[config.mk]
export PLATFORM = sky130hd
export DESIGN_NAME = video_out_flat
export DESIGN_NICKNAME = d
export VERILOG_FILES = /design/src/source/f2_color_pkg.sv /design/src/source/pixel_bus_if.sv /design/src/source/video_out.sv /design/src/flat_wrapper.sv
export SDC_FILE = /design/constraint.sdc
export NUM_CORES = 1
export LEC_CHECK = 0
export BUFFER_PORTS_ARGS = -buffer_cell sky130_fd_sc_hd__buf_2
export CAP_MARGIN = 15
export CORE_MARGIN = 4
export CORE_UTILIZATION = 46
export CTS_CLUSTER_DIAMETER = 50
export DETAILED_ROUTE_END_ITERATION = 12
export PLACE_DENSITY = 0.83
export SLEW_MARGIN = 20
export SYNTH_ARGS = -nofsm -noshare
export SYNTH_HDL_FRONTEND = slang
export SYNTH_SLANG_ARGS = --single-unit
[constraint.sdc]
create_clock -name clk -period 1.14 [get_ports clk]
set_input_delay 0.057 -clock clk [delete_from_list [all_inputs] [get_ports clk]]
set_output_delay 0.057 -clock clk [all_outputs]
set_load 0.01 [all_outputs]
[src/source/f2_color_pkg.sv]
package f2_color_pkg;

    //////////////////////////////////////////////////
    // Widths

    localparam int COLOR_INDEX_WIDTH  = 12;
    localparam int PRIORITY_WIDTH     = 2;
    localparam int NUM_LAYERS         = 3;   // Screen, sprites, second background
    localparam int CHANNEL_WIDTH      = 5;
    localparam int OUT_CHANNEL_WIDTH  = 8;
    localparam int PALETTE_WORD_WIDTH = 16;

    //////////////////////////////////////////////////
    // Layer dot

    // Transparent when index[3:0] is zero
    typedef struct packed {
        logic [PRIORITY_WIDTH-1:0]    prio;
        logic [COLOR_INDEX_WIDTH-1:0] index;
    } layer_dot_t;

    //////////////////////////////////////////////////
    // Palette word

    typedef struct packed {
        logic                     unused;   // Bit 15, ignored by the DAC
        logic [CHANNEL_WIDTH-1:0] blue;
        logic [CHANNEL_WIDTH-1:0] green;
        logic [CHANNEL_WIDTH-1:0] red;
    } rgb555_t;

    // CPU side sees raw data, video side sees channels
    typedef union packed {
        logic [PALETTE_WORD_WIDTH-1:0] raw;
        rgb555_t                       rgb;
    } palette_word_u;

endpackage

[src/source/pixel_bus_if.sv]


//////////////////////////////////////////////////
// Palette to video output: looked-up colour

interface rgb_if
    import f2_color_pkg::*;
();

    logic          valid;
    palette_word_u color;
    logic          hblank;
    logic          vblank;

    modport source (
        output valid,
        output color,
        output hblank,
        output vblank
    );

    modport sink (
        input  valid,
        input  color,
        input  hblank,
        input  vblank
    );

endinterface

[src/source/video_out.sv]
`timescale 1ns/1ps

module video_out
    import f2_color_pkg::*;
(
    input  logic                         clk,
    input  logic                         reset,
    rgb_if.sink                          in,
    output logic [OUT_CHANNEL_WIDTH-1:0] red,
    output logic [OUT_CHANNEL_WIDTH-1:0] green,
    output logic [OUT_CHANNEL_WIDTH-1:0] blue,
    output logic                         hblank,
    output logic                         vblank,
    output logic                         video_valid
);

    logic blank;

    // 5 to 8 bits, top bits repeated into the LSBs
    function automatic logic [OUT_CHANNEL_WIDTH-1:0] widen(
        input logic [CHANNEL_WIDTH-1:0] c
    );
        return {c, c[CHANNEL_WIDTH-1 -: OUT_CHANNEL_WIDTH-CHANNEL_WIDTH]};
    endfunction

    assign blank = in.hblank | in.vblank;

    //////////////////////////////////////////////////
    // Output register

    always_ff @(posedge clk) begin
        if (reset) begin
            red         <= '0;
            green       <= '0;
            blue        <= '0;
            hblank      <= 1'b1;
            vblank      <= 1'b1;
            video_valid <= 1'b0;
        end else begin
            video_valid <= in.valid;
            if (in.valid) begin
                red    <= blank ? '0 : widen(in.color.rgb.red);   // Black in blanking
                green  <= blank ? '0 : widen(in.color.rgb.green);
                blue   <= blank ? '0 : widen(in.color.rgb.blue);
                hblank <= in.hblank;
                vblank <= in.vblank;
            end
        end
    end

endmodule

[src/flat_wrapper.sv]
// flat-port wrapper written by rule: the top's interface ports become plain ports
module video_out_flat import f2_color_pkg::*;
  (clk, reset, red, green, blue, hblank, vblank, video_valid, in_valid, in_color, in_hblank, in_vblank);
  rgb_if in_i ();
  input  logic clk;
  input  logic reset;
  output logic [OUT_CHANNEL_WIDTH-1:0] red;
  output logic [OUT_CHANNEL_WIDTH-1:0] green;
  output logic [OUT_CHANNEL_WIDTH-1:0] blue;
  output logic hblank;
  output logic vblank;
  output logic video_valid;
  input wire logic [$bits(in_i.valid)-1:0] in_valid;
  input wire logic [$bits(in_i.color)-1:0] in_color;
  input wire logic [$bits(in_i.hblank)-1:0] in_hblank;
  input wire logic [$bits(in_i.vblank)-1:0] in_vblank;
  assign in_i.valid = in_valid;
  assign in_i.color = in_color;
  assign in_i.hblank = in_hblank;
  assign in_i.vblank = in_vblank;
  video_out u_core (.clk(clk), .reset(reset), .in(in_i), .red(red), .green(green), .blue(blue), .hblank(hblank), .vblank(vblank), .video_valid(video_valid));
endmodule
## Word level (Yosys, flattened, before mapping)

Cells that the tools add are included.

| storage, ports and cells | value |
|---|---|
| bits in registers | 27 |
| bits of input ports | 21 |
| word-level logic and storage cells | 10 |
| output and inout bits | 27 |

| operators by class | value |
|---|---|
| muxes and demuxes | 3 |
| bitwise logic cells | 1 |

Operator list:

| kind | count |
|---|---|
| $mux W8 | 3 |
| $or A1 B1 Y1 | 1 |

## Longest topological paths before layout

Gate-level depths: netlist of run 1.

| logic depth | value |
|---|---|
| word-level depth | 2 |
| mapped depth | 3 |
| depth with buffers taken out | 2 |

## Worst setup path after synthesis of run 1

No wires, ideal clock.

| timing | value |
|---|---|
| kind | reg2reg |
| start | register, netlist name u_core.hblank |
| end | register u_core.hblank |
| data required time | 1,020 ps |
| stages on the path, launching flop included | 3 |
| arrival time | 645 ps |
| path slack | 375 ps |
| clock period less this slack | 765 ps |
| library setup time | 120 ps |
| buffers on the path | 0 |
| cell sequence | dfxtp_1 -> nor2b_1 -> a211o_1 |

RTL lines:

| item | RTL line | text |
|---|---|---|
| to (signal assigned) | video_out.sv:45 | `hblank <= in.hblank;` |
| to (decl) | video_out.sv:12 | `output logic hblank,` |

## Worst setup path after layout of run 1

| timing | value |
|---|---|
| start | register u_core.red[5] |
| end | output port red[5] |

RTL lines:

| item | RTL line | text |
|---|---|---|
| from (decl) | video_out.sv:9 | `output logic [OUT_CHANNEL_WIDTH-1:0] red,` |
| from (signal assigned) | video_out.sv:42 | `red <= blank ? '0 : widen(in.color.rgb.red);` |
| to (decl) | flat_wrapper.sv:7 | `output logic [OUT_CHANNEL_WIDTH-1:0] red;` |

No word-level cell between the ends.

==> flow_metrics.env, run 1 <==
export IMPL_drtIter0Drc=4
export IMPL_placed_cell_area_um2=1000
export IMPL_yosysSeqAreaShare_pct=42.4
export IMPL_startpoint="u_core.red[5]"
export IMPL_post_drt_wl_per_cell_um=12.8
export IMPL_ctsResizeCount=0
export IMPL_fp_dieH_um=51.0
export IMPL_coreArea_um2=1750
export IMPL_synth_simple_area_share_pct=33.7
export IMPL_cts_tree="built"
export IMPL_worstSetupPathType="reg2out"
export IMPL_synth_mux_area_share_pct=0
export IMPL_mostFrequentLayoutCell="buf_2"
export IMPL_start_util_pct=48.7
export IMPL_dieWidth_um=51.0
export IMPL_h_tree_depth=1
export IMPL_finalPower_mw=1.21
export IMPL_min_to="u_core.green[4]"
export IMPL_finalHoldViolCount=0
export IMPL_finalCriticalPeriod_ns=0.871
export IMPL_tightest_slew_ns=0.487
export IMPL_startpoint_type="flip-flop"
export IMPL_clk_pin_slew_worst_paths_ns=0.10
export IMPL_place_gp_congestion=0.666
export IMPL_cts_root_buf="clkbuf_4"
export IMPL_clk_insertion_delay_late_ns=0.29
export IMPL_rsz0062_at_grt="false"
export IMPL_clock_sinks=18
export IMPL_grt_max_degree=36
export IMPL_port_buffers=46
export IMPL_synth_area_um2=851
export IMPL_cts_buffers=3
export IMPL_yosys_area_share_adder_pct=0
export IMPL_slew_viol_final=0
export IMPL_crit_arrival_ns=0.81
export IMPL_postRouteAntennaNets=0
export IMPL_ios=48
export IMPL_dp_cells=139
export IMPL_crit_family="flip-flops"
export IMPL_synth_top_family_by_area="simple AND/OR/NAND/NOR gates"
export IMPL_drc=0
export IMPL_track_usage_pct=14.8
export IMPL_vias_per_cell=4.83
export IMPL_worstHoldPathCells=3
export IMPL_layout_nets=140
export IMPL_hold_slack_ns=0.0364
export IMPL_ff2ff_path_depth=2
export IMPL_vdd_drop_max_mv=0.635
export IMPL_drt_wl_total_um=1830
export IMPL_cp_end_kind="output port"
export IMPL_powerDensity_nw_per_um2=1160
export IMPL_grt_overflow=0
export IMPL_vias=691
export IMPL_antenna_found_initial=0
export IMPL_cts_hold_buf=0
export IMPL_crit_chain="buf_2"
export IMPL_cap_violations=0
export IMPL_r2r_end="u_core.vblank"
export IMPL_critPathMaxStageDelay_ns=0.38
export IMPL_setup_viol=0
export IMPL_grt_pass1_vias=684
export IMPL_r2r_setup_slack_ns=0.36
export IMPL_min_path_type="in2reg"
export IMPL_worstHoldStart="in_color[6]"
export IMPL_grt_first_pass_wirelength_um=2970
export IMPL_cp_slowest_cell="dfxtp_1"
export IMPL_crit_required_ns=1.08
export IMPL_ys_ff_latch=18
export IMPL_design_area_um2=1040
export IMPL_hpwlAfterDp_um=1280
export IMPL_timing_final_crit_share_pct=76.4
export IMPL_leakagePower_nw=0.464
export IMPL_syn_num_nets=105
export IMPL_final_cell_mix="buf_2, dfxtp_1, nand4bb_1, a21oi_1, nand2b_1"
export IMPL_synth_xor_area_share_pct=0
export IMPL_rows=15
export IMPL_diodes=0
export IMPL_post_cts_setup_buffer_count=0
export IMPL_syn_instance_count=84
export IMPL_synth_compound_area_share_pct=10.9
export IMPL_r2r_start="u_core.vblank"
export IMPL_final_layout_size_suffix_gt1_share_pct=44.1
export IMPL_instances_no_fill=143
export IMPL_avgSynthCellArea_um2=10.1
export IMPL_setup_tns_ns=0
export IMPL_firstDrtPassIters=3
export IMPL_max_freq_mhz=1150
export IMPL_clock_skew_ns=0
export IMPL_critPathBufInv=1
export IMPL_die_area_um2=2600
export IMPL_area_growth_pct=21.9
export IMPL_ys_types=12
export IMPL_ys_warn_count=0
export IMPL_cp_num_cells=1
export IMPL_clk_path_buf_depth=2
export IMPL_status="completed"
export IMPL_critPathMaxFanout=3
export IMPL_slew_headroom_pct=67.5
-- per-stage QoR --
step                      setup WS [ns]  util [%]
after CTS                         0.254      59.4
after global routing              0.221      59.4
after floorplan                   0.375         -
final                             0.269      59.4
after detailed placement          0.228      57.3
after global placement            0.276      57.3
-- metal layers --
metal	vias up	global-route usage [%]	share of wire, %
li1	354	-	-
met1	316	17.2	43
met2	19	26.4	52
met3	2	1.17	4.4
met4	0	8.07	1.2
met5	-	0	0
-- layout make-up --
class                           instances  area (um^2)
Clock buffer                            4         36.3
Fill cell                             154          708
Multi-Input combinational cell         50          379
Sequential cell                        18          360
Tap cell                               25         31.3
Timing Repair Buffer                   46          230
-- Yosys cell counts (all sizes together) --
cell | number | area share (%)
dfxtp | 18 | 42
nor2b | 3 | 2.2
nand4bb | 15 | 20
buf | 12 | 11
nand2b | 15 | 12
a21oi | 15 | 8.8
clkbuf | 4 | 1.9
a211o | 2 | 2.1
-- state kept, by name, indices dropped and copies added, names as in the netlist --
signal	flops
u_core.blue	5
u_core.green	5
u_core.red	5
u_core.hblank	1
u_core.vblank	1
u_core.video_valid	1
-- how the worst max path moves through the flow --
stage,slack (ns),endpoint
after floorplan,0.38,u_core.hblank
after global placement,0.28,u_core.hblank
after detailed placement,0.23,u_core.vblank
after CTS,0.25,red[5]
after global routing,0.22,red[0]
final,0.27,red[5]
-- worst reg2reg max path: stages (launching register included) --
cell     delay (ns)
dfxtp_1        0.32
nor2b_1        0.13
a211o_1        0.23
-- power by group --
group / switching (mW) / internal, mW / leakage (nW) / total, mW
registers: 0.00977 / 0.648 / 0.147 / 0.658
logic: 0.0774 / 0.0815 / 0.296 / 0.159
clock network: 0.195 / 0.194 / 0.0210 / 0.389
-- logic make-up after synthesis --
kind of cell	Yosys count
flip-flops	18
AO/OA/AOI/OAI	17
buffers and inverters	16
AND/OR/NAND/NOR	33
(Power assumes the default switching activity.)
==> run 2, diff against run 1 <==
--- a/config.mk
+++ b/config.mk
@@ -5,13 +5,14 @@
 export SDC_FILE = /design/constraint.sdc
 export NUM_CORES = 1
 export LEC_CHECK = 0
+export ABC_AREA = 1
 export BUFFER_PORTS_ARGS = -buffer_cell sky130_fd_sc_hd__buf_2
 export CAP_MARGIN = 15
 export CORE_MARGIN = 4
-export CORE_UTILIZATION = 46
+export CORE_UTILIZATION = 42
 export CTS_CLUSTER_DIAMETER = 50
 export DETAILED_ROUTE_END_ITERATION = 12
-export PLACE_DENSITY = 0.83
+export PLACE_DENSITY = 0.77
 export SLEW_MARGIN = 20
 export SYNTH_ARGS = -nofsm -noshare
 export SYNTH_HDL_FRONTEND = slang
==> constraint.sdc (replaced) <==
create_clock -name clk -period 0.9 [get_ports clk]
set_input_delay 0.045 -clock clk [delete_from_list [all_inputs] [get_ports clk]]
set_output_delay 0.045 -clock clk [all_outputs]
set_load 0.01 [all_outputs]
==> flow_metrics.env, run 2 <==
export IMPL_status="completed"
export IMPL_port_buffers=46
export IMPL_grt_overflow=0
export IMPL_ys_types=12
export IMPL_rsz0062_at_grt="false"
export IMPL_hold_slack_ns=0.0612
export IMPL_grt_max_degree=18
export IMPL_clock_sinks=18
export IMPL_coreArea_um2=1780
export IMPL_grt_pass1_vias=691
export IMPL_vias_per_cell=4.34
export IMPL_finalHoldViolCount=0
export IMPL_worstSetupPathType="reg2out"
export IMPL_rows=15
export IMPL_area_growth_pct=25.8
export IMPL_synth_area_um2=823
export IMPL_crit_chain="buf_2"
export IMPL_crit_required_ns=0.85
export IMPL_synth_largest_area_cell="dfxtp_1"
export IMPL_clk_pin_slew_worst_paths_ns=0.10
export IMPL_final_layout_size_suffix_gt1_share_pct=35.9
export IMPL_cts_tree="built"
export IMPL_drc=0
export IMPL_die_area_um2=2730
export IMPL_critPathMaxStageDelay_ns=0.36
export IMPL_clk_path_buf_depth=2
export IMPL_synth_edf_count=0
export IMPL_netSwitchingFraction_pct=24.0
export IMPL_ctsResizeCount=0
export IMPL_start_util_pct=46.2
export IMPL_cp_slowest_cell="dfxtp_1"
export IMPL_synth_common_cells="nand2_1, dfxtp_1, inv_1"
export IMPL_antenna_found_initial=0
export IMPL_clock_skew_ns=0
export IMPL_fillCellCount=179
export IMPL_setup_viol=0
export IMPL_ys_ff_latch=18
export IMPL_place_gp_congestion=0.628
export IMPL_setup_tns_ns=0
export IMPL_cp_end_kind="output port"
export IMPL_cts_buffers=3
export IMPL_layout_nets=178
export IMPL_p_seq_share_pct=54.8
export IMPL_postRouteAntennaNets=0
export IMPL_syn_num_nets=138
export IMPL_leakagePower_nw=0.596
export IMPL_avgSynthCellArea_um2=7.04
export IMPL_min_path_type="in2reg"
export IMPL_powerDensity_nw_per_um2=1470
export IMPL_cap_violations=0
export IMPL_drtIter0Drc=8
export IMPL_cts_hold_buf=0
export IMPL_ios=48
export IMPL_final_cell_mix="buf_2, nand2_1, dfxtp_1"
export IMPL_drt_wl_total_um=1800
export IMPL_dp_slack_ns=0.117
export IMPL_yosys_top_cells_area="dfxtp_1, nand2_1, a21oi_1"
export IMPL_finalWorstSetupSlack_ns=0.0783
export IMPL_slew_viol_final=0
export IMPL_ys_warn_count=0
export IMPL_async_flop_share_pct=0
export IMPL_instances_no_fill=181
export IMPL_tightest_slew_ns=0.312
export IMPL_synth_most_common_cell="nand2_1"
export IMPL_mostFrequentLayoutCell="buf_2"
export IMPL_firstDrtPassIters=4
export IMPL_crit_arrival_ns=0.78
export IMPL_diodes=0
export IMPL_crit_family="flip-flops"
export IMPL_netlist_area_leader_share_pct=43.8
export IMPL_cts_root_buf="clkbuf_4"
export IMPL_finalCriticalPeriod_ns=0.822
export IMPL_dieWidth_um=52.3
export IMPL_critPathBufInv=1
export IMPL_slew_headroom_pct=79.2
export IMPL_clkPwrFrac_pct=31.5
export IMPL_dp_cells=177
export IMPL_yosysSeqAreaShare_pct=43.8
export IMPL_h_tree_depth=1
export IMPL_fp_dieH_um=52.3
export IMPL_track_usage_pct=13.0
export IMPL_comb_power_share_pct=13.7
export IMPL_vdd_drop_max_mv=0.875
export IMPL_largest_registers="u_core.blue x5, u_core.green x5, u_core.red x5"
export IMPL_startpoint_type="flip-flop"
export IMPL_critPathMaxFanout=3
export IMPL_grt_first_pass_wirelength_um=2810
export IMPL_vias=785
export IMPL_dominantRegCellSynth="dfxtp_1"
export IMPL_post_drt_wl_per_cell_um=9.93
export IMPL_timing_final_crit_share_pct=91.3
export IMPL_post_cts_setup_buffer_count=0
export IMPL_internal_power_mw=1.16
export IMPL_hpwlAfterDp_um=1410
export IMPL_p_sw_uw=365
export IMPL_max_freq_mhz=1220
export IMPL_syn_instance_count=117
export IMPL_finalPower_mw=1.52
export IMPL_clk_insertion_delay_late_ns=0.28
==> run 2: cell count changes in the layout (fill, tap and decap cells not counted), sizes merged, moves of 2 or more <==
cell	before	now
nand2	0	41
inv	0	17
nor2	0	10
a211o	2	0
nand2b	15	0
nand4bb	15	0
buf	46	49
nor2b	3	0
==> run 2: metrics by stage <==
step	util (%)	cell area, um^2
2_1_floorplan	-	823
3_3_place_gp	56.1	1000
3_5_place_dp	56.1	1000
4_1_cts	58.1	1040
5_1_grt	58.1	1040
6_report	58.1	1040
==> run 2: cell type report <==
type	count	area (um^2)	area share [%]
Clock buffer	4	36.3	3.50
Inverter	17	63.8	6.16
Multi-Input combinational cell	68	292	28.1
Sequential cell	18	360	34.8
Tap cell	25	31.3	3.02
Timing Repair Buffer	49	253	24.4
==> run 2: logic make-up after synthesis <==
| kind of cell | synth area share [%] |
|---|---|
| AOI/OAI and AO/OA | 9.73 |
| buffers and inverters | 20.8 |
| DFF | 43.8 |
| and+or+nand+nor | 25.7 |
==> run 2: worst paths after layout <==
path | from | end | slack [ns] | depth (start not counted)
min | in_color[12] | u_core.blue[5] | 0.06 | 5
min reg2reg | u_core.blue[4] | u_core.blue[4] | 0.48 | 2
max reg2reg | u_core.red[2] | u_core.red[2] | 0.27 | 2
max | u_core.blue[6] | blue[1] | 0.08 | 1
==> run 2: power by group through the flow <==
stage / Combinational [mW] / Clock (mW) / Sequential [mW]
2_1_floorplan: 0.121 / 0 / 0.863
3_3_place_gp: 0.206 / 0 / 0.851
3_5_place_dp: 0.211 / 0 / 0.852
4_1_cts: 0.211 / 0.497 / 0.834
5_1_grt: 0.235 / 0.539 / 0.836
6_report: 0.208 / 0.479 / 0.833
==> run 2: layer usage <==
layer	wire length (um)	up-vias	track usage [%]
met2	885	32	22.8
met1	744	335	16.7
met3	160	2	2.85
met5	0	-	0
met4	6	0	1.28
li1	-	416	-
