<file path="src/source/f2_color_pkg.sv">
package f2_color_pkg;

    //////////////////////////////////////////////////
    // Widths

    localparam int COLOR_INDEX_WIDTH  = 12;
    localparam int PRIORITY_WIDTH     = 2;
    localparam int NUM_LAYERS         = 3;   // Screen, sprites, second background
    localparam int CHANNEL_WIDTH      = 5;
    localparam int OUT_CHANNEL_WIDTH  = 8;
    localparam int PALETTE_WORD_WIDTH = 16;

    //////////////////////////////////////////////////
    // Layer dot

    // Transparent when index[3:0] is zero
    typedef struct packed {
        logic [PRIORITY_WIDTH-1:0]    prio;
        logic [COLOR_INDEX_WIDTH-1:0] index;
    } layer_dot_t;

    //////////////////////////////////////////////////
    // Palette word

    typedef struct packed {
        logic                     unused;   // Bit 15, ignored by the DAC
        logic [CHANNEL_WIDTH-1:0] blue;
        logic [CHANNEL_WIDTH-1:0] green;
        logic [CHANNEL_WIDTH-1:0] red;
    } rgb555_t;

    // CPU side sees raw data, video side sees channels
    typedef union packed {
        logic [PALETTE_WORD_WIDTH-1:0] raw;
        rgb555_t                       rgb;
    } palette_word_u;

endpackage

</file>
<file path="src/source/pixel_bus_if.sv">
`timescale 1ns/1ps

//////////////////////////////////////////////////
// Mixer to palette: winning colour index

interface index_if
    import f2_color_pkg::*;
();

    logic                         valid;   // One pulse per pixel
    logic [COLOR_INDEX_WIDTH-1:0] index;
    logic                         hblank;
    logic                         vblank;

    modport source (
        output valid,
        output index,
        output hblank,
        output vblank
    );

    modport sink (
        input  valid,
        input  index,
        input  hblank,
        input  vblank
    );

endinterface


</file>
<file path="src/source/layer_mixer.sv">
`timescale 1ns/1ps

module layer_mixer
    import f2_color_pkg::*;
(
    input  logic                        clk,
    input  logic                        reset,
    input  logic                        pixel_valid,
    input  layer_dot_t [NUM_LAYERS-1:0] layer_dots,
    input  logic [NUM_LAYERS-1:0]       layer_enable,
    input  logic                        hblank_in,
    input  logic                        vblank_in,
    index_if.source                     out
);

    logic                         win_found;
    logic [PRIORITY_WIDTH-1:0]    win_prio;
    logic [COLOR_INDEX_WIDTH-1:0] win_index;

    // Enabled and not pen 0 of its 16-colour group
    function automatic logic is_candidate(
        input layer_dot_t dot,
        input logic       enable
    );
        return enable && (dot.index[3:0] != 4'd0);
    endfunction

    //////////////////////////////////////////////////
    // Priority select

    // Strict compare, so a tie stays with the lower layer
    always_comb begin
        win_found = 1'b0;
        win_prio  = '0;
        win_index = '0;   // Backdrop when nothing shows
        for (int i = 0; i < NUM_LAYERS; i++) begin
            if (is_candidate(layer_dots[i], layer_enable[i])) begin
                if (!win_found || (layer_dots[i].prio > win_prio)) begin
                    win_found = 1'b1;
                    win_prio  = layer_dots[i].prio;
                    win_index = layer_dots[i].index;
                end
            end
        end
    end

    //////////////////////////////////////////////////
    // Output register

    always_ff @(posedge clk) begin
        if (reset) begin
            out.valid  <= 1'b0;
            out.hblank <= 1'b1;
            out.vblank <= 1'b1;
        end else begin
            out.valid <= pixel_valid;   // Single pulse, no stall
            if (pixel_valid) begin
                out.hblank <= hblank_in;
                out.vblank <= vblank_in;
            end
        end
    end

    // Payload only
    always_ff @(posedge clk) begin
        if (pixel_valid) begin
            out.index <= win_index;
        end
    end

endmodule

</file>
<file path="src/flat_wrapper.sv">
// flat-port wrapper written by rule: the top's interface ports become plain ports
module layer_mixer_flat import f2_color_pkg::*;
  (clk, reset, pixel_valid, layer_dots, layer_enable, hblank_in, vblank_in, out_valid, out_index, out_hblank, out_vblank);
  index_if out_i ();
  input  logic clk;
  input  logic reset;
  input  logic pixel_valid;
  input  layer_dot_t [NUM_LAYERS-1:0] layer_dots;
  input  logic [NUM_LAYERS-1:0] layer_enable;
  input  logic hblank_in;
  input  logic vblank_in;
  output wire logic [$bits(out_i.valid)-1:0] out_valid;
  output wire logic [$bits(out_i.index)-1:0] out_index;
  output wire logic [$bits(out_i.hblank)-1:0] out_hblank;
  output wire logic [$bits(out_i.vblank)-1:0] out_vblank;
  assign out_valid = out_i.valid;
  assign out_index = out_i.index;
  assign out_hblank = out_i.hblank;
  assign out_vblank = out_i.vblank;
  layer_mixer u_core (.clk(clk), .reset(reset), .pixel_valid(pixel_valid), .layer_dots(layer_dots), .layer_enable(layer_enable), .hblank_in(hblank_in), .vblank_in(vblank_in), .out(out_i));
endmodule
</file>
<file path="config.mk">
export PLATFORM = sky130hd
export DESIGN_NAME = layer_mixer_flat
export DESIGN_NICKNAME = d
export VERILOG_FILES = /design/src/source/f2_color_pkg.sv /design/src/source/pixel_bus_if.sv /design/src/source/layer_mixer.sv /design/src/flat_wrapper.sv
export SDC_FILE = /design/constraint.sdc
export NUM_CORES = 1
export LEC_CHECK = 0
export BUFFER_PORTS_ARGS = -buffer_cell sky130_fd_sc_hd__buf_2
export CAP_MARGIN = 20
export CORE_MARGIN = 2
export CORE_UTILIZATION = 40
export CTS_CLUSTER_DIAMETER = 100
export DETAILED_ROUTE_END_ITERATION = 6
export PLACE_DENSITY = 0.73
export SYNTH_ARGS = -nofsm -noshare
export SYNTH_HDL_FRONTEND = slang
export SYNTH_SLANG_ARGS = --single-unit
</file>
<file path="constraint.sdc">
create_clock -name clk -period 5.5 [get_ports clk]
set_input_delay 1.1 -clock clk [delete_from_list [all_inputs] [get_ports clk]]
set_output_delay 1.1 -clock clk [all_outputs]
set_load 0.005 [all_outputs]
</file>
# Yosys cells after proc, flatten, opt, wreduce, memory -nomap -nowiden
# Cells that the tools add are included.
totals:
  inputBits: 50
  ff_bits: 15
  wordCells: 27
  out_inout_bits: 15
classes:
  mux: 11
  n_reduce_logical: 10
  order_cmp: 2
op_table:
  columns: ["cell", "count"]
  rows:
  - ["$mux W12", 5]
  - ["$reduce_bool A4 Y1", 3]
  - ["$mux W2", 3]
  - ["$gt A2 B2 Y1", 2]
  - ["$logic_and A1 B1 Y1", 3]
  - ["$mux W1", 3]
  - ["$logic_not A1 Y1", 2]
  - ["$logic_or A1 B1 Y1", 2]

# Longest topological paths before layout
# Gate-level depths: netlist of run 1.
depth:
  ltp_word: 11
  ltp_mapped: 14
  depth_no_buf: 12

# Least setup slack after synthesis of run 1
# No wires, ideal clock.
synth_timing:
  kind: "in2reg"
  start: "input port layer_dots[3] (netlist bit)"
  end: "register u_core.out.index[1], data pin"
  cell_stages: 14
  path_buffers: 2
  required_time_ns: 5.348
  setup_ns: 0.152
  arrival_ns: 4.105
  path_slack_ns: 1.243
  path_cell_list: "o41a_1 > buf_2 > nand2_1 > ha_1 > nor2b_1 > o21a_1 > o21ai_0 > mux2_2 > ha_1 > nor2b_1 > o21ai_0 > clkbuf_1 > a211oi_1 > a31oi_1"
synth_via:
  elab_chain_len: 11
  elab_cells_between_ends: 19
  cone_classes: "order compare: 2; mux: 11; reduce/logical: 6"
synth_lines:
  columns: ["item", "line_no", "text"]
  rows:
  - ["start: declaration", "flat_wrapper.sv:8", "input layer_dot_t [NUM_LAYERS-1:0] layer_dots;"]
  - ["$reduce_bool A4 Y1 (*)", "layer_mixer.sv:25", "return enable && (dot.index[3:0] != 4'd0);"]
  - ["$logic_and A1 B1 Y1 (*)", "layer_mixer.sv:25", null]
  - ["$mux W2 / $mux W1 (equally long branches)", "layer_mixer.sv:37", "if (is_candidate(layer_dots[i], layer_enable[i])) begin"]
  - ["$gt A2 B2 Y1 / $logic_not A1 Y1 (equally long branches)", "layer_mixer.sv:38", "if (!win_found || (layer_dots[i].prio > win_prio)) begin"]
  - ["$logic_or A1 B1 Y1", "layer_mixer.sv:38", null]
  - ["$mux W2 / $mux W1 (equally long branches)", "layer_mixer.sv:38", null]
  - ["$mux W2 / $mux W1 (equally long branches)", "layer_mixer.sv:37", null]
  - ["$gt A2 B2 Y1 / $logic_not A1 Y1 (equally long branches)", "layer_mixer.sv:38", null]
  - ["$logic_or A1 B1 Y1", "layer_mixer.sv:38", null]
  - ["$mux W12", "layer_mixer.sv:38", null]
  - ["$mux W12 (*)", "layer_mixer.sv:37", null]
  - ["net u_core.win_index[1]", "layer_mixer.sv:18", "logic [COLOR_INDEX_WIDTH-1:0] win_index;"]
  - ["end signal: assignment", "layer_mixer.sv:67", "out.index <= win_index;"]
  - ["end: declaration", "pixel_bus_if.sv:17", "output index,"]
# The timed path passes the listed nets; every way through them passes the cells marked *.
# A chain may end at the register's enable or synchronous reset.

# Worst setup path after layout of run 1
layout_timing:
  start: "input port layer_dots[3] (netlist bit)"
  end: "register u_core.out.index[0], data pin"
# Same word-level chain as after synthesis.

==> results.py, run 1 <==
metrics = {
    "status": {
        "outcome": "complete, no violations",
    },
    "floorplanning": {
        "die_area_um2": 3130,
        "die_x_um": 56.0,
        "rows": 18,
        "io_pins": 65,
        "die_h_um": 56.0,
        "start_util_pct": 42.9,
        "core_region_area_um2": 2520,
    },
    "clock_tree": {
        "cts_buffers": 3,
        "post_cts.repair.setup_buffers": 0,
        "htree_levels": 1,
        "clock_latency_ns": 0.27,
        "path_clk_slew_ns": 0.09,
        "cts_root_buf": "clkbuf_4",
        "tritoncts": "done",
        "clk_path_buf_depth": 2,
        "postCtsResizedCells": 0,
        "ctsHoldBuffers": 0,
        "cts_sinks": 15,
    },
    "logic_synthesis": {
        "syn_avg_cell_area_um2": 10.5,
        "synth-seq-area-share_pct": 38.9,
        "synth_compound_area_share_pct": 40.6,
        "yosys.area_share.simple_pct": 8.80,
        "async_reset_ff_share_pct": 0,
        "synth_top_area_share_pct": 33.3,
        "synthCells": 103,
        "synth_cell_types": 24,
        "ys.flop_type": "edfxtp_1",
        "synth_top_area_cell": "edfxtp_1",
        "synth_edf_count": 12,
        "yosys_warnings": 0,
        "yosysMostFrequentCell": "o211ai_1",
        "syn-cell-area_um2": 1080,
        "synth_top_family_by_area": "compound AO/OA/AOI/OAI gates",
        "synth.area.mux_share_pct": 2.08,
        "synth_xor_xnor_area_share_pct": 0,
        "synth_nets": 157,
        "ys_ff_latch": 15,
        "yosys.area_share.adder_pct": 4.63,
        "synth_common_cells": "16 x o211ai_1, 12 x a211oi_1, 12 x a31oi_1, 12 x edfxtp_1, 8 x nand3_1",
        "synthTopCellsByArea": "edfxtp_1 33%, o211ai_1 11%, a211oi_1 8.3%",
    },
    "detailed_routing": {
        "drc": 0,
        "drtIter0Drc": 27,
        "totalWireLength_um": 2820,
        "drtPass1Iterations": 4,
        "num_vias": 1117,
        "ant_nets": 0,
        "wl_per_cell_um": 14.5,
        "viasPerCell": 5.76,
    },
    "cells_and_area": {
        "drive_gt1_share_pct": 46.3,
        "fin_util_pct": 56.7,
        "stdcell_count": 194,
        "nets": 219,
        "area_growth_pct": 32.4,
        "num_antenna_cells": 0,
        "num-fill-cells": 226,
    },
    "worst_setup_path": {
        "worstPathRequired_ns": 5.51,
        "setup.worst_path.end_class": "flip-flop",
        "critical_path_arrival_ns": 4.67,
        "start_kind": "input pin",
        "path_max_fanout": 13,
        "crit_type": "in2reg",
    },
    "global_routing": {
        "grt_pass1_wl_um": 4940,
        "grt_pass1_vias": 1113,
        "overflow": 0,
        "grt_max_degree": 18,
        "grt_use_total_pct": 19.2,
        "antenna_found_initial": 0,
    },
    "pwr": {
        "power_density_nw_per_um2": 218,
        "finalPower_mw": 0.312,
        "leakage_nw": 0.596,
        "peakVddDrop_mv": 0.148,
    },
    "place": {
        "post-place-cells": 190,
        "gp_congestion": 0.810,
        "dp_hpwl_um": 2390,
        "io_buffers": 64,
    },
    "sta": {
        "final.period_utilization_pct": 84.8,
        "whs_ns": 0.570,
        "rsz0062_at_grt": "no",
        "hold_violations": 0,
        "slew_viol_final": 0,
        "worst_slew_pin_slew_ns": 1.04,
        "setup_viol": 0,
        "fmax_ghz": 0.214,
        "relSlewSlack_pct": 29.7,
        "timing.setup.tns_ns": 0,
        "period_needed_ns": 4.66,
        "finClkSkew_ns": 0,
    },
    "flow_run": {
        "max_cap_violations": 0,
    },
    "min_path": {
        "hp-class": "reg2reg",
    },
}
per-stage QoR:
stage                     instance area [µm²]  setup WS [ns]
after global placement                   1400          0.753
final                                    1430          0.838
after detailed placement                 1400          0.567
after floorplan                          1080           1.24
after global routing                     1430          0.639
after CTS                                1430          0.867
worst max-delay path: stages:
cell and delay, ns:
buf_2 0.13, o41a_1 0.56, nand2_1 0.15, ha_1 0.24, nor2b_1 0.17, o21a_1 0.31
o21ai_0 0.37, mux2_2 0.38, ha_1 0.28, nor2b_1 0.13, o21ai_0 0.15, buf_4 0.21
a21o_1 0.33, a31oi_1 0.15
cells by family after synthesis:
family                   after synthesis
multiplexers                           2
buffers and inverters                 11
AO/OA/AOI/OAI                         53
flip-flops                            15
adder cells (fa/ha/maj)                4
AND/OR/NAND/NOR                       18
final timing paths:
kind	startpoint	end	slack (ns)	depth (start not counted)
setup / recovery	layer_dots[3]	u_core.out.index[0]$_DFFE_PP_	0.84	14
hold / removal	u_core.out.vblank$_SDFFE_PP1P_	u_core.out.vblank$_SDFFE_PP1P_	0.57	2
setup reg to reg	u_core.out.vblank$_SDFFE_PP1P_	u_core.out.vblank$_SDFFE_PP1P_	4.74	2
hold reg to reg	u_core.out.vblank$_SDFFE_PP1P_	u_core.out.vblank$_SDFFE_PP1P_	0.57	2
cells in the final DEF, fill, tap and decap left out:
cell type  instances
o211ai_1          16
nor2b_1            5
o41ai_2            1
and2_1             1
o41ai_4            2
o211ai_2           1
buf_2             64
o21ai_0            3
dfxtp_1            3
clkbuf_4           3
nand2_2            1
a211oi_1          12
a31oi_1           12
clkinv_2           1
a21o_1             1
o41a_1             2
nand2_1            3
buf_4              1
ha_1               4
inv_1              3
a211o_1            2
edfxtp_1          12
o21a_1             1
mux2_2             2
nand3_1            8
layer usage:
| layer | track usage, % | wire length (µm) | part of all wire, % | up-vias |
|---|---|---|---|---|
| met2 | 34.8 | 1500 | 53 | 42 |
| met4 | 6.12 | 33 | 1.2 | 0 |
| met3 | 3.26 | 195 | 6.9 | 4 |
| met5 | 0 | 0 | 0 | - |
| li1 | - | - | - | 553 |
| met1 | 22.8 | 1090 | 39 | 518 |
where the power goes:
| part | internal, mW | switching [mW] |
|---|---|---|
| clock | 0.0270 | 0.0334 |
| combinational | 0.0479 | 0.0598 |
| sequential | 0.141 | 0.00281 |
| total | 0.216 | 0.0961 |
cell type report:
| type | count | area, µm² | share of cell area, % |
|---|---|---|---|
| well taps | 30 | 37.5 | 2.62 |
| clock inverters | 1 | 5.00 | 0.350 |
| repair buffers | 65 | 328 | 22.9 |
| flip-flops and latches | 15 | 420 | 29.4 |
| clock buffers | 3 | 22.5 | 1.57 |
| multi-input cells | 77 | 607 | 42.4 |
| inverters | 3 | 11.3 | 0.787 |
sequential cells by signal, indices dropped and copies added (netlist names):
signal	flops
u_core.out.index	12
u_core.out.valid	1
u_core.out.hblank	1
u_core.out.vblank	1
(Power assumes the default switching activity.)
==> inputs of run 2 (changes only) <==
--- a/config.mk
+++ b/config.mk
@@ -8,10 +8,10 @@
 export BUFFER_PORTS_ARGS = -buffer_cell sky130_fd_sc_hd__buf_2
 export CAP_MARGIN = 20
 export CORE_MARGIN = 2
-export CORE_UTILIZATION = 40
+export CORE_UTILIZATION = 39
 export CTS_CLUSTER_DIAMETER = 100
 export DETAILED_ROUTE_END_ITERATION = 6
-export PLACE_DENSITY = 0.73
+export PLACE_DENSITY = 0.74
 export SYNTH_ARGS = -nofsm -noshare
 export SYNTH_HDL_FRONTEND = slang
 export SYNTH_SLANG_ARGS = --single-unit
==> constraint.sdc (replaced) <==
create_clock -name clk -period 3.85 [get_ports clk]
set_input_delay 0.77 -clock clk [delete_from_list [all_inputs] [get_ports clk]]
set_output_delay 0.77 -clock clk [all_outputs]
set_load 0.005 [all_outputs]
==> results.py, run 2 (synthesized netlist as in run 1, its figures left out) <==
metrics = {
    "worst_setup_path": {
        "worstPathRequired_ns": 3.86,
        "rrSetupSlack_ns": 3.07,
        "r2r-end": "u_core.out.vblank$_SDFFE_PP1P_",
        "rr_worst_depth": 2,
        "crit_type": "in2reg",
        "crit_path_start": "layer_dots[3]",
        "start_kind": "input pin",
        "critical_path_arrival_ns": 3.60,
        "path_max_fanout": 12,
        "r2r-start": "u_core.out.vblank$_SDFFE_PP1P_",
        "setup.worst_path.end_class": "flip-flop",
    },
    "floorplanning": {
        "io_pins": 65,
        "rows": 19,
        "core_region_area_um2": 2690,
        "die_x_um": 56.7,
        "die_area_um2": 3210,
        "die_h_um": 56.7,
        "start_util_pct": 40.2,
    },
    "pwr": {
        "peakVddDrop_mv": 0.207,
        "leakage_nw": 0.639,
        "finalPower_mw": 0.458,
        "power_density_nw_per_um2": 305,
    },
    "place": {
        "dp_hpwl_um": 2490,
        "gp_congestion": 0.833,
        "io_buffers": 64,
        "post-place-cells": 200,
        "place_ws_ns": -0.0963,
    },
    "cells_and_area": {
        "num_antenna_cells": 0,
        "final_cell_mix": "64 x buf_2, 16 x o211ai_1, 12 x a211oi_1, 12 x a31oi_1, 12 x edfxtp_1",
        "nets": 228,
        "area_growth_pct": 38.8,
        "fin_util_pct": 55.8,
        "stdcell_count": 204,
        "num-fill-cells": 256,
        "top_register": "u_core.out.index",
        "final_common_cell": "buf_2",
        "drive_gt1_share_pct": 49.1,
        "largest_register_ff_count": 12,
    },
    "flow_run": {
        "max_cap_violations": 0,
    },
    "global_routing": {
        "grt_use_total_pct": 18.8,
        "overflow": 0,
        "grt_pass1_wl_um": 4850,
        "antenna_found_initial": 0,
        "grt_max_degree": 18,
        "grt_pass1_vias": 1138,
    },
    "detailed_routing": {
        "met1Wirelength_um": 1100,
        "wl_met3_um": 194,
        "drc": 0,
        "route.met2.wl_um": 1550,
        "viasPerCell": 5.70,
        "totalWireLength_um": 2900,
        "wl_per_cell_um": 14.2,
        "ant_nets": 0,
        "drtIter0Drc": 53,
        "num_vias": 1162,
        "drtPass1Iterations": 4,
        "highest_layer": "met4",
    },
    "sta": {
        "fin_ws_ns": 0.254,
        "timing.setup.tns_ns": 0,
        "fmax_ghz": 0.278,
        "worst_slew_pin_slew_ns": 0.416,
        "setup_viol": 0,
        "hold_violations": 0,
        "slew_viol_final": 0,
        "finClkSkew_ns": 0,
        "rsz0062_at_grt": "no",
        "period_needed_ns": 3.60,
        "relSlewSlack_pct": 72.0,
        "final.period_utilization_pct": 93.4,
    },
    "clock_tree": {
        "path_clk_slew_ns": 0.08,
        "post_cts.repair.setup_buffers": 0,
        "clk_path_buf_depth": 2,
        "clock_latency_ns": 0.27,
        "cts_sinks": 15,
        "ctsHoldBuffers": 0,
        "cts_buffers": 3,
        "cts_root_buf": "clkbuf_4",
        "postCtsResizedCells": 0,
        "tritoncts": "done",
        "htree_levels": 1,
    },
    "min_path": {
        "hp-class": "reg2reg",
        "hold_end": "u_core.out.hblank$_SDFFE_PP1P_",
        "whs_path_depth": 2,
        "min-delay-start": "u_core.out.hblank$_SDFFE_PP1P_",
    },
    "status": {
        "outcome": "complete, no violations",
    },
}
==> run 2: cell types whose count changed in the layout (fill, tap and decap cells not counted), sizes merged <==
cell | previous run | this run
buf | 65 | 74
==> run 2: per-stage QoR <==
stage,instance area [µm²],hold slack [ns]
final,1500,0.591
after global routing,1500,0.632
after CTS,1500,0.602
after detailed placement,1470,0.574
after global placement,1470,0.533
after floorplan,1080,0.554
==> run 2: routing by layer <==
metal	GRT usage, %	vias to the layer above
met2	35.2	43
met3	4.15	8
met5	0	-
li1	-	573
met1	19.5	538
met4	8.84	0
==> run 2: final cells by class <==
cell class	instances	area, µm²	share of cell area [%]
Multi-Input combinational cell	77	607	40.5
Sequential cell	15	420	28.0
Timing Repair Buffer	74	395	26.4
Tap cell	31	38.8	2.59
Clock buffer	3	22.5	1.50
Inverter	3	11.3	0.751
Clock inverter	1	5.00	0.334
==> run 2: worst max-delay path by stage <==
| stage | to | slack (ns) | cells past startpoint |
|---|---|---|---|
| 6_report | u_core.out.index[3]$_DFFE_PP_ | 0.25 | 13 |
| 5_1_grt | u_core.out.index[5]$_DFFE_PP_ | 0.05 | 14 |
| 4_1_cts | u_core.out.index[3]$_DFFE_PP_ | 0.20 | 13 |
| 3_5_place_dp | u_core.out.index[9]$_DFFE_PP_ | -0.1 | 13 |
| 3_3_place_gp | u_core.out.index[9]$_DFFE_PP_ | -0.001 | 13 |
| 2_1_floorplan | u_core.out.index[1]$_DFFE_PP_ | 0.05 | 14 |
==> run 2: power by group <==
group	internal, mW	switching, mW
combinational	0.0779	0.0880
clock	0.0385	0.0478
sequential	0.201	0.00438
==> run 2: worst max-delay path, stage by stage <==
cell	delay (ns)
buf_2	0.11
o41a_1	0.46
nand2_1	0.11
ha_1	0.23
nor2b_1	0.15
o21a_1	0.19
o21ai_1	0.17
mux2_2	0.35
ha_1	0.28
nor2b_1	0.13
o21ai_1	0.17
a21o_1	0.34
a31oi_1	0.15
==> inputs of run 3 (changes only) <==
--- a/config.mk
+++ b/config.mk
@@ -8,10 +8,10 @@
 export BUFFER_PORTS_ARGS = -buffer_cell sky130_fd_sc_hd__buf_2
 export CAP_MARGIN = 20
 export CORE_MARGIN = 2
-export CORE_UTILIZATION = 39
+export CORE_UTILIZATION = 31
 export CTS_CLUSTER_DIAMETER = 100
 export DETAILED_ROUTE_END_ITERATION = 6
-export PLACE_DENSITY = 0.74
+export PLACE_DENSITY = 0.6
 export SYNTH_ARGS = -nofsm -noshare
 export SYNTH_HDL_FRONTEND = slang
 export SYNTH_SLANG_ARGS = --single-unit
==> constraint.sdc (replaced) <==
create_clock -name clk -period 3.24 [get_ports clk]
set_input_delay 0.648 -clock clk [delete_from_list [all_inputs] [get_ports clk]]
set_output_delay 0.648 -clock clk [all_outputs]
set_load 0.005 [all_outputs]
==> results.py, run 3 (synthesized netlist as in run 1, its figures left out) <==
metrics = {
    "status": {
        "outcome": "finished, violations left",
        "violations": "negative setup slack",
    },
    "cells_and_area": {
        "largest_register_ff_count": 12,
        "final_cell_mix": "62 x buf_2, 16 x o211ai_1, 15 x buf_4",
        "area_growth_pct": 65.9,
        "stdcell_count": 228,
        "postLayoutCellArea_um2": 1790,
        "num_antenna_cells": 0,
        "drive_gt1_share_pct": 66.5,
        "nets": 237,
        "top_register": "u_core.out.index",
        "final_common_cell": "buf_2",
        "fin_util_pct": 53.7,
    },
    "sta": {
        "final.period_utilization_pct": 102,
        "fmax_ghz": 0.302,
        "rsz0062_at_grt": "yes",
        "worst_slew_pin_slew_ns": 0.456,
        "period_needed_ns": 3.31,
        "finClkSkew_ns": 0,
        "hold_violations": 0,
        "setup_viol": 12,
        "relSlewSlack_pct": 69.2,
        "whs_ns": 0.558,
        "fin_ws_ns": -0.0707,
        "slew_viol_final": 0,
    },
    "global_routing": {
        "grt_pass1_wl_um": 5100,
        "antenna_found_initial": 0,
        "grt_use_total_pct": 15.8,
        "grt_pass1_vias": 1125,
        "grt_max_degree": 18,
        "overflow": 0,
    },
    "worst_setup_path": {
        "r2r-end": "u_core.out.vblank$_SDFFE_PP1P_",
        "crit_path_top_delay_cell": "o41a_1",
        "rr_worst_depth": 2,
        "rrSetupSlack_ns": 2.48,
        "crit_path_start": "layer_dots[3]",
        "crit_end": "u_core.out.index[10]$_DFFE_PP_",
        "path_max_fanout": 7,
        "crit_type": "in2reg",
        "cpPeakStageDelay_ns": 0.49,
        "cp_cell_sequence": "buf_6 -> o41a_1 -> nand2_4 -> ha_4 -> nor2b_4 -> o21a_1 -> o21ai_2 -> mux2_4 -> ha_4 -> nor2b_4 -> o21ai_4 -> a21o_1 -> buf_6 -> a31oi_1",
        "critical_path_arrival_ns": 3.33,
        "r2r-start": "u_core.out.vblank$_SDFFE_PP1P_",
        "worstPathRequired_ns": 3.26,
        "start_kind": "input pin",
        "setup.worst_path.end_class": "flip-flop",
    },
    "detailed_routing": {
        "drtPass1Iterations": 4,
        "viasPerCell": 5.25,
        "wl_per_cell_um": 13.9,
        "drtIter0Drc": 24,
        "drc": 0,
        "ant_nets": 0,
        "num_vias": 1196,
        "totalWireLength_um": 3160,
    },
    "clock_tree": {
        "htree_levels": 1,
        "path_clk_slew_ns": 0.09,
        "tritoncts": "done",
        "cts_buffers": 3,
        "clock_latency_ns": 0.27,
        "ctsHoldBuffers": 0,
        "cts_root_buf": "clkbuf_4",
        "cts_sinks": 15,
        "clk_path_buf_depth": 2,
    },
    "floorplanning": {
        "rows": 21,
        "start_util_pct": 32.4,
        "die_area_um2": 3980,
        "die_x_um": 63.1,
        "io_pins": 65,
        "core_region_area_um2": 3340,
        "die_h_um": 63.1,
    },
    "pwr": {
        "p_clk_share_pct": 16.5,
        "p_seq_share_pct": 39.8,
        "leakage_nw": 0.735,
        "internal_power_mw": 0.422,
        "p_switching_mw": 0.192,
        "peakVddDrop_mv": 0.113,
        "p_comb_share_pct": 43.7,
        "power_density_nw_per_um2": 342,
        "switching_share_pct": 31.3,
    },
    "place": {
        "placed_area_um2": 1670,
        "dp_hpwl_um": 2710,
        "post-place-cells": 222,
        "io_buffers": 64,
        "gp_congestion": 0.837,
    },
    "flow_run": {
        "max_cap_violations": 0,
    },
    "min_path": {
        "hp-class": "in2reg",
    },
}
==> run 3: changes by cell type in the layout (fill, tap and decap cells not counted), moves of 3 or more <==
cell and change:
a31oi_1 -5, a211oi_1 -12, ha_1 -3, buf_4 +5
a211oi_2 +12, a31oi_2 +5, ha_4 +3, buf_6 +6
==> run 3: critical path, delay by kind of cell <==
kind	cells	cell delay (ns)
fa+ha+maj	2	0.41
buf+inv	2	0.23
compound gates	6	1.34
mux	1	0.33
simple gates	3	0.36
==> run 3: layer usage <==
layer / wire length, µm / vias to the layer above / global-route usage (%)
li1: - / 593 / -
met1: 1220 / 565 / 18.8
met2: 1730 / 34 / 29.3
met3: 181 / 4 / 2.32
met4: 29 / 0 / 4.17
met5: 0 / - / 0
==> run 3: repair_timing <==
| item | 4_1_cts | 5_1_grt |
|---|---|---|
| pin swaps | 3 | 0 |
| buffers inserted | 1 | 1 |
| resized for setup | 10 | 5 |
| setup endpoints to repair | 11 | 12 |
| endpoints found under the hold margin | 0 | 0 |
==> run 3: how the worst min path moves through the flow <==
stage,startpoint,to,slack (ns),cells past startpoint
after floorplan,u_core.out.hblank$_SDFFE_PP1P_,u_core.out.hblank$_SDFFE_PP1P_,0.55,2
after global placement,u_core.out.vblank$_SDFFE_PP1P_,u_core.out.vblank$_SDFFE_PP1P_,0.54,2
after detailed placement,u_core.out.vblank$_SDFFE_PP1P_,u_core.out.vblank$_SDFFE_PP1P_,0.55,2
after CTS,reset,u_core.out.valid$_SDFF_PP0_,0.55,2
after global routing,reset,u_core.out.valid$_SDFF_PP0_,0.55,2
final,reset,u_core.out.valid$_SDFF_PP0_,0.56,2
==> run 3: cell type report <==
cell class | instances | area (µm²)
fill | 324 | 1540
multi-input combinational | 77 | 786
timing repair buffer | 83 | 490
sequential | 15 | 420
tap | 46 | 57.6
clock buffer | 3 | 22.5
inverter | 3 | 11.3
clock inverter | 1 | 5.00
==> run 3: power groups by stage <==
stage / Sequential [mW] / Combinational, mW / Clock [mW]
floorplan: 0.254 / 0.130 / 0
global placement: 0.248 / 0.235 / 0
detailed placement: 0.249 / 0.241 / 0
CTS: 0.245 / 0.259 / 0.107
global route: 0.247 / 0.294 / 0.116
finish: 0.244 / 0.268 / 0.101
==> run 3: metrics by stage <==
step	setup TNS, ns	setup slack [ns]	total power [mW]
floorplan	-2.09	-0.194	0.383
global placement	-3.02	-0.275	0.484
detailed placement	-3.96	-0.377	0.490
CTS	-0.219	-0.0373	0.611
global route	-1.23	-0.120	0.657
finish	-0.350	-0.0707	0.614
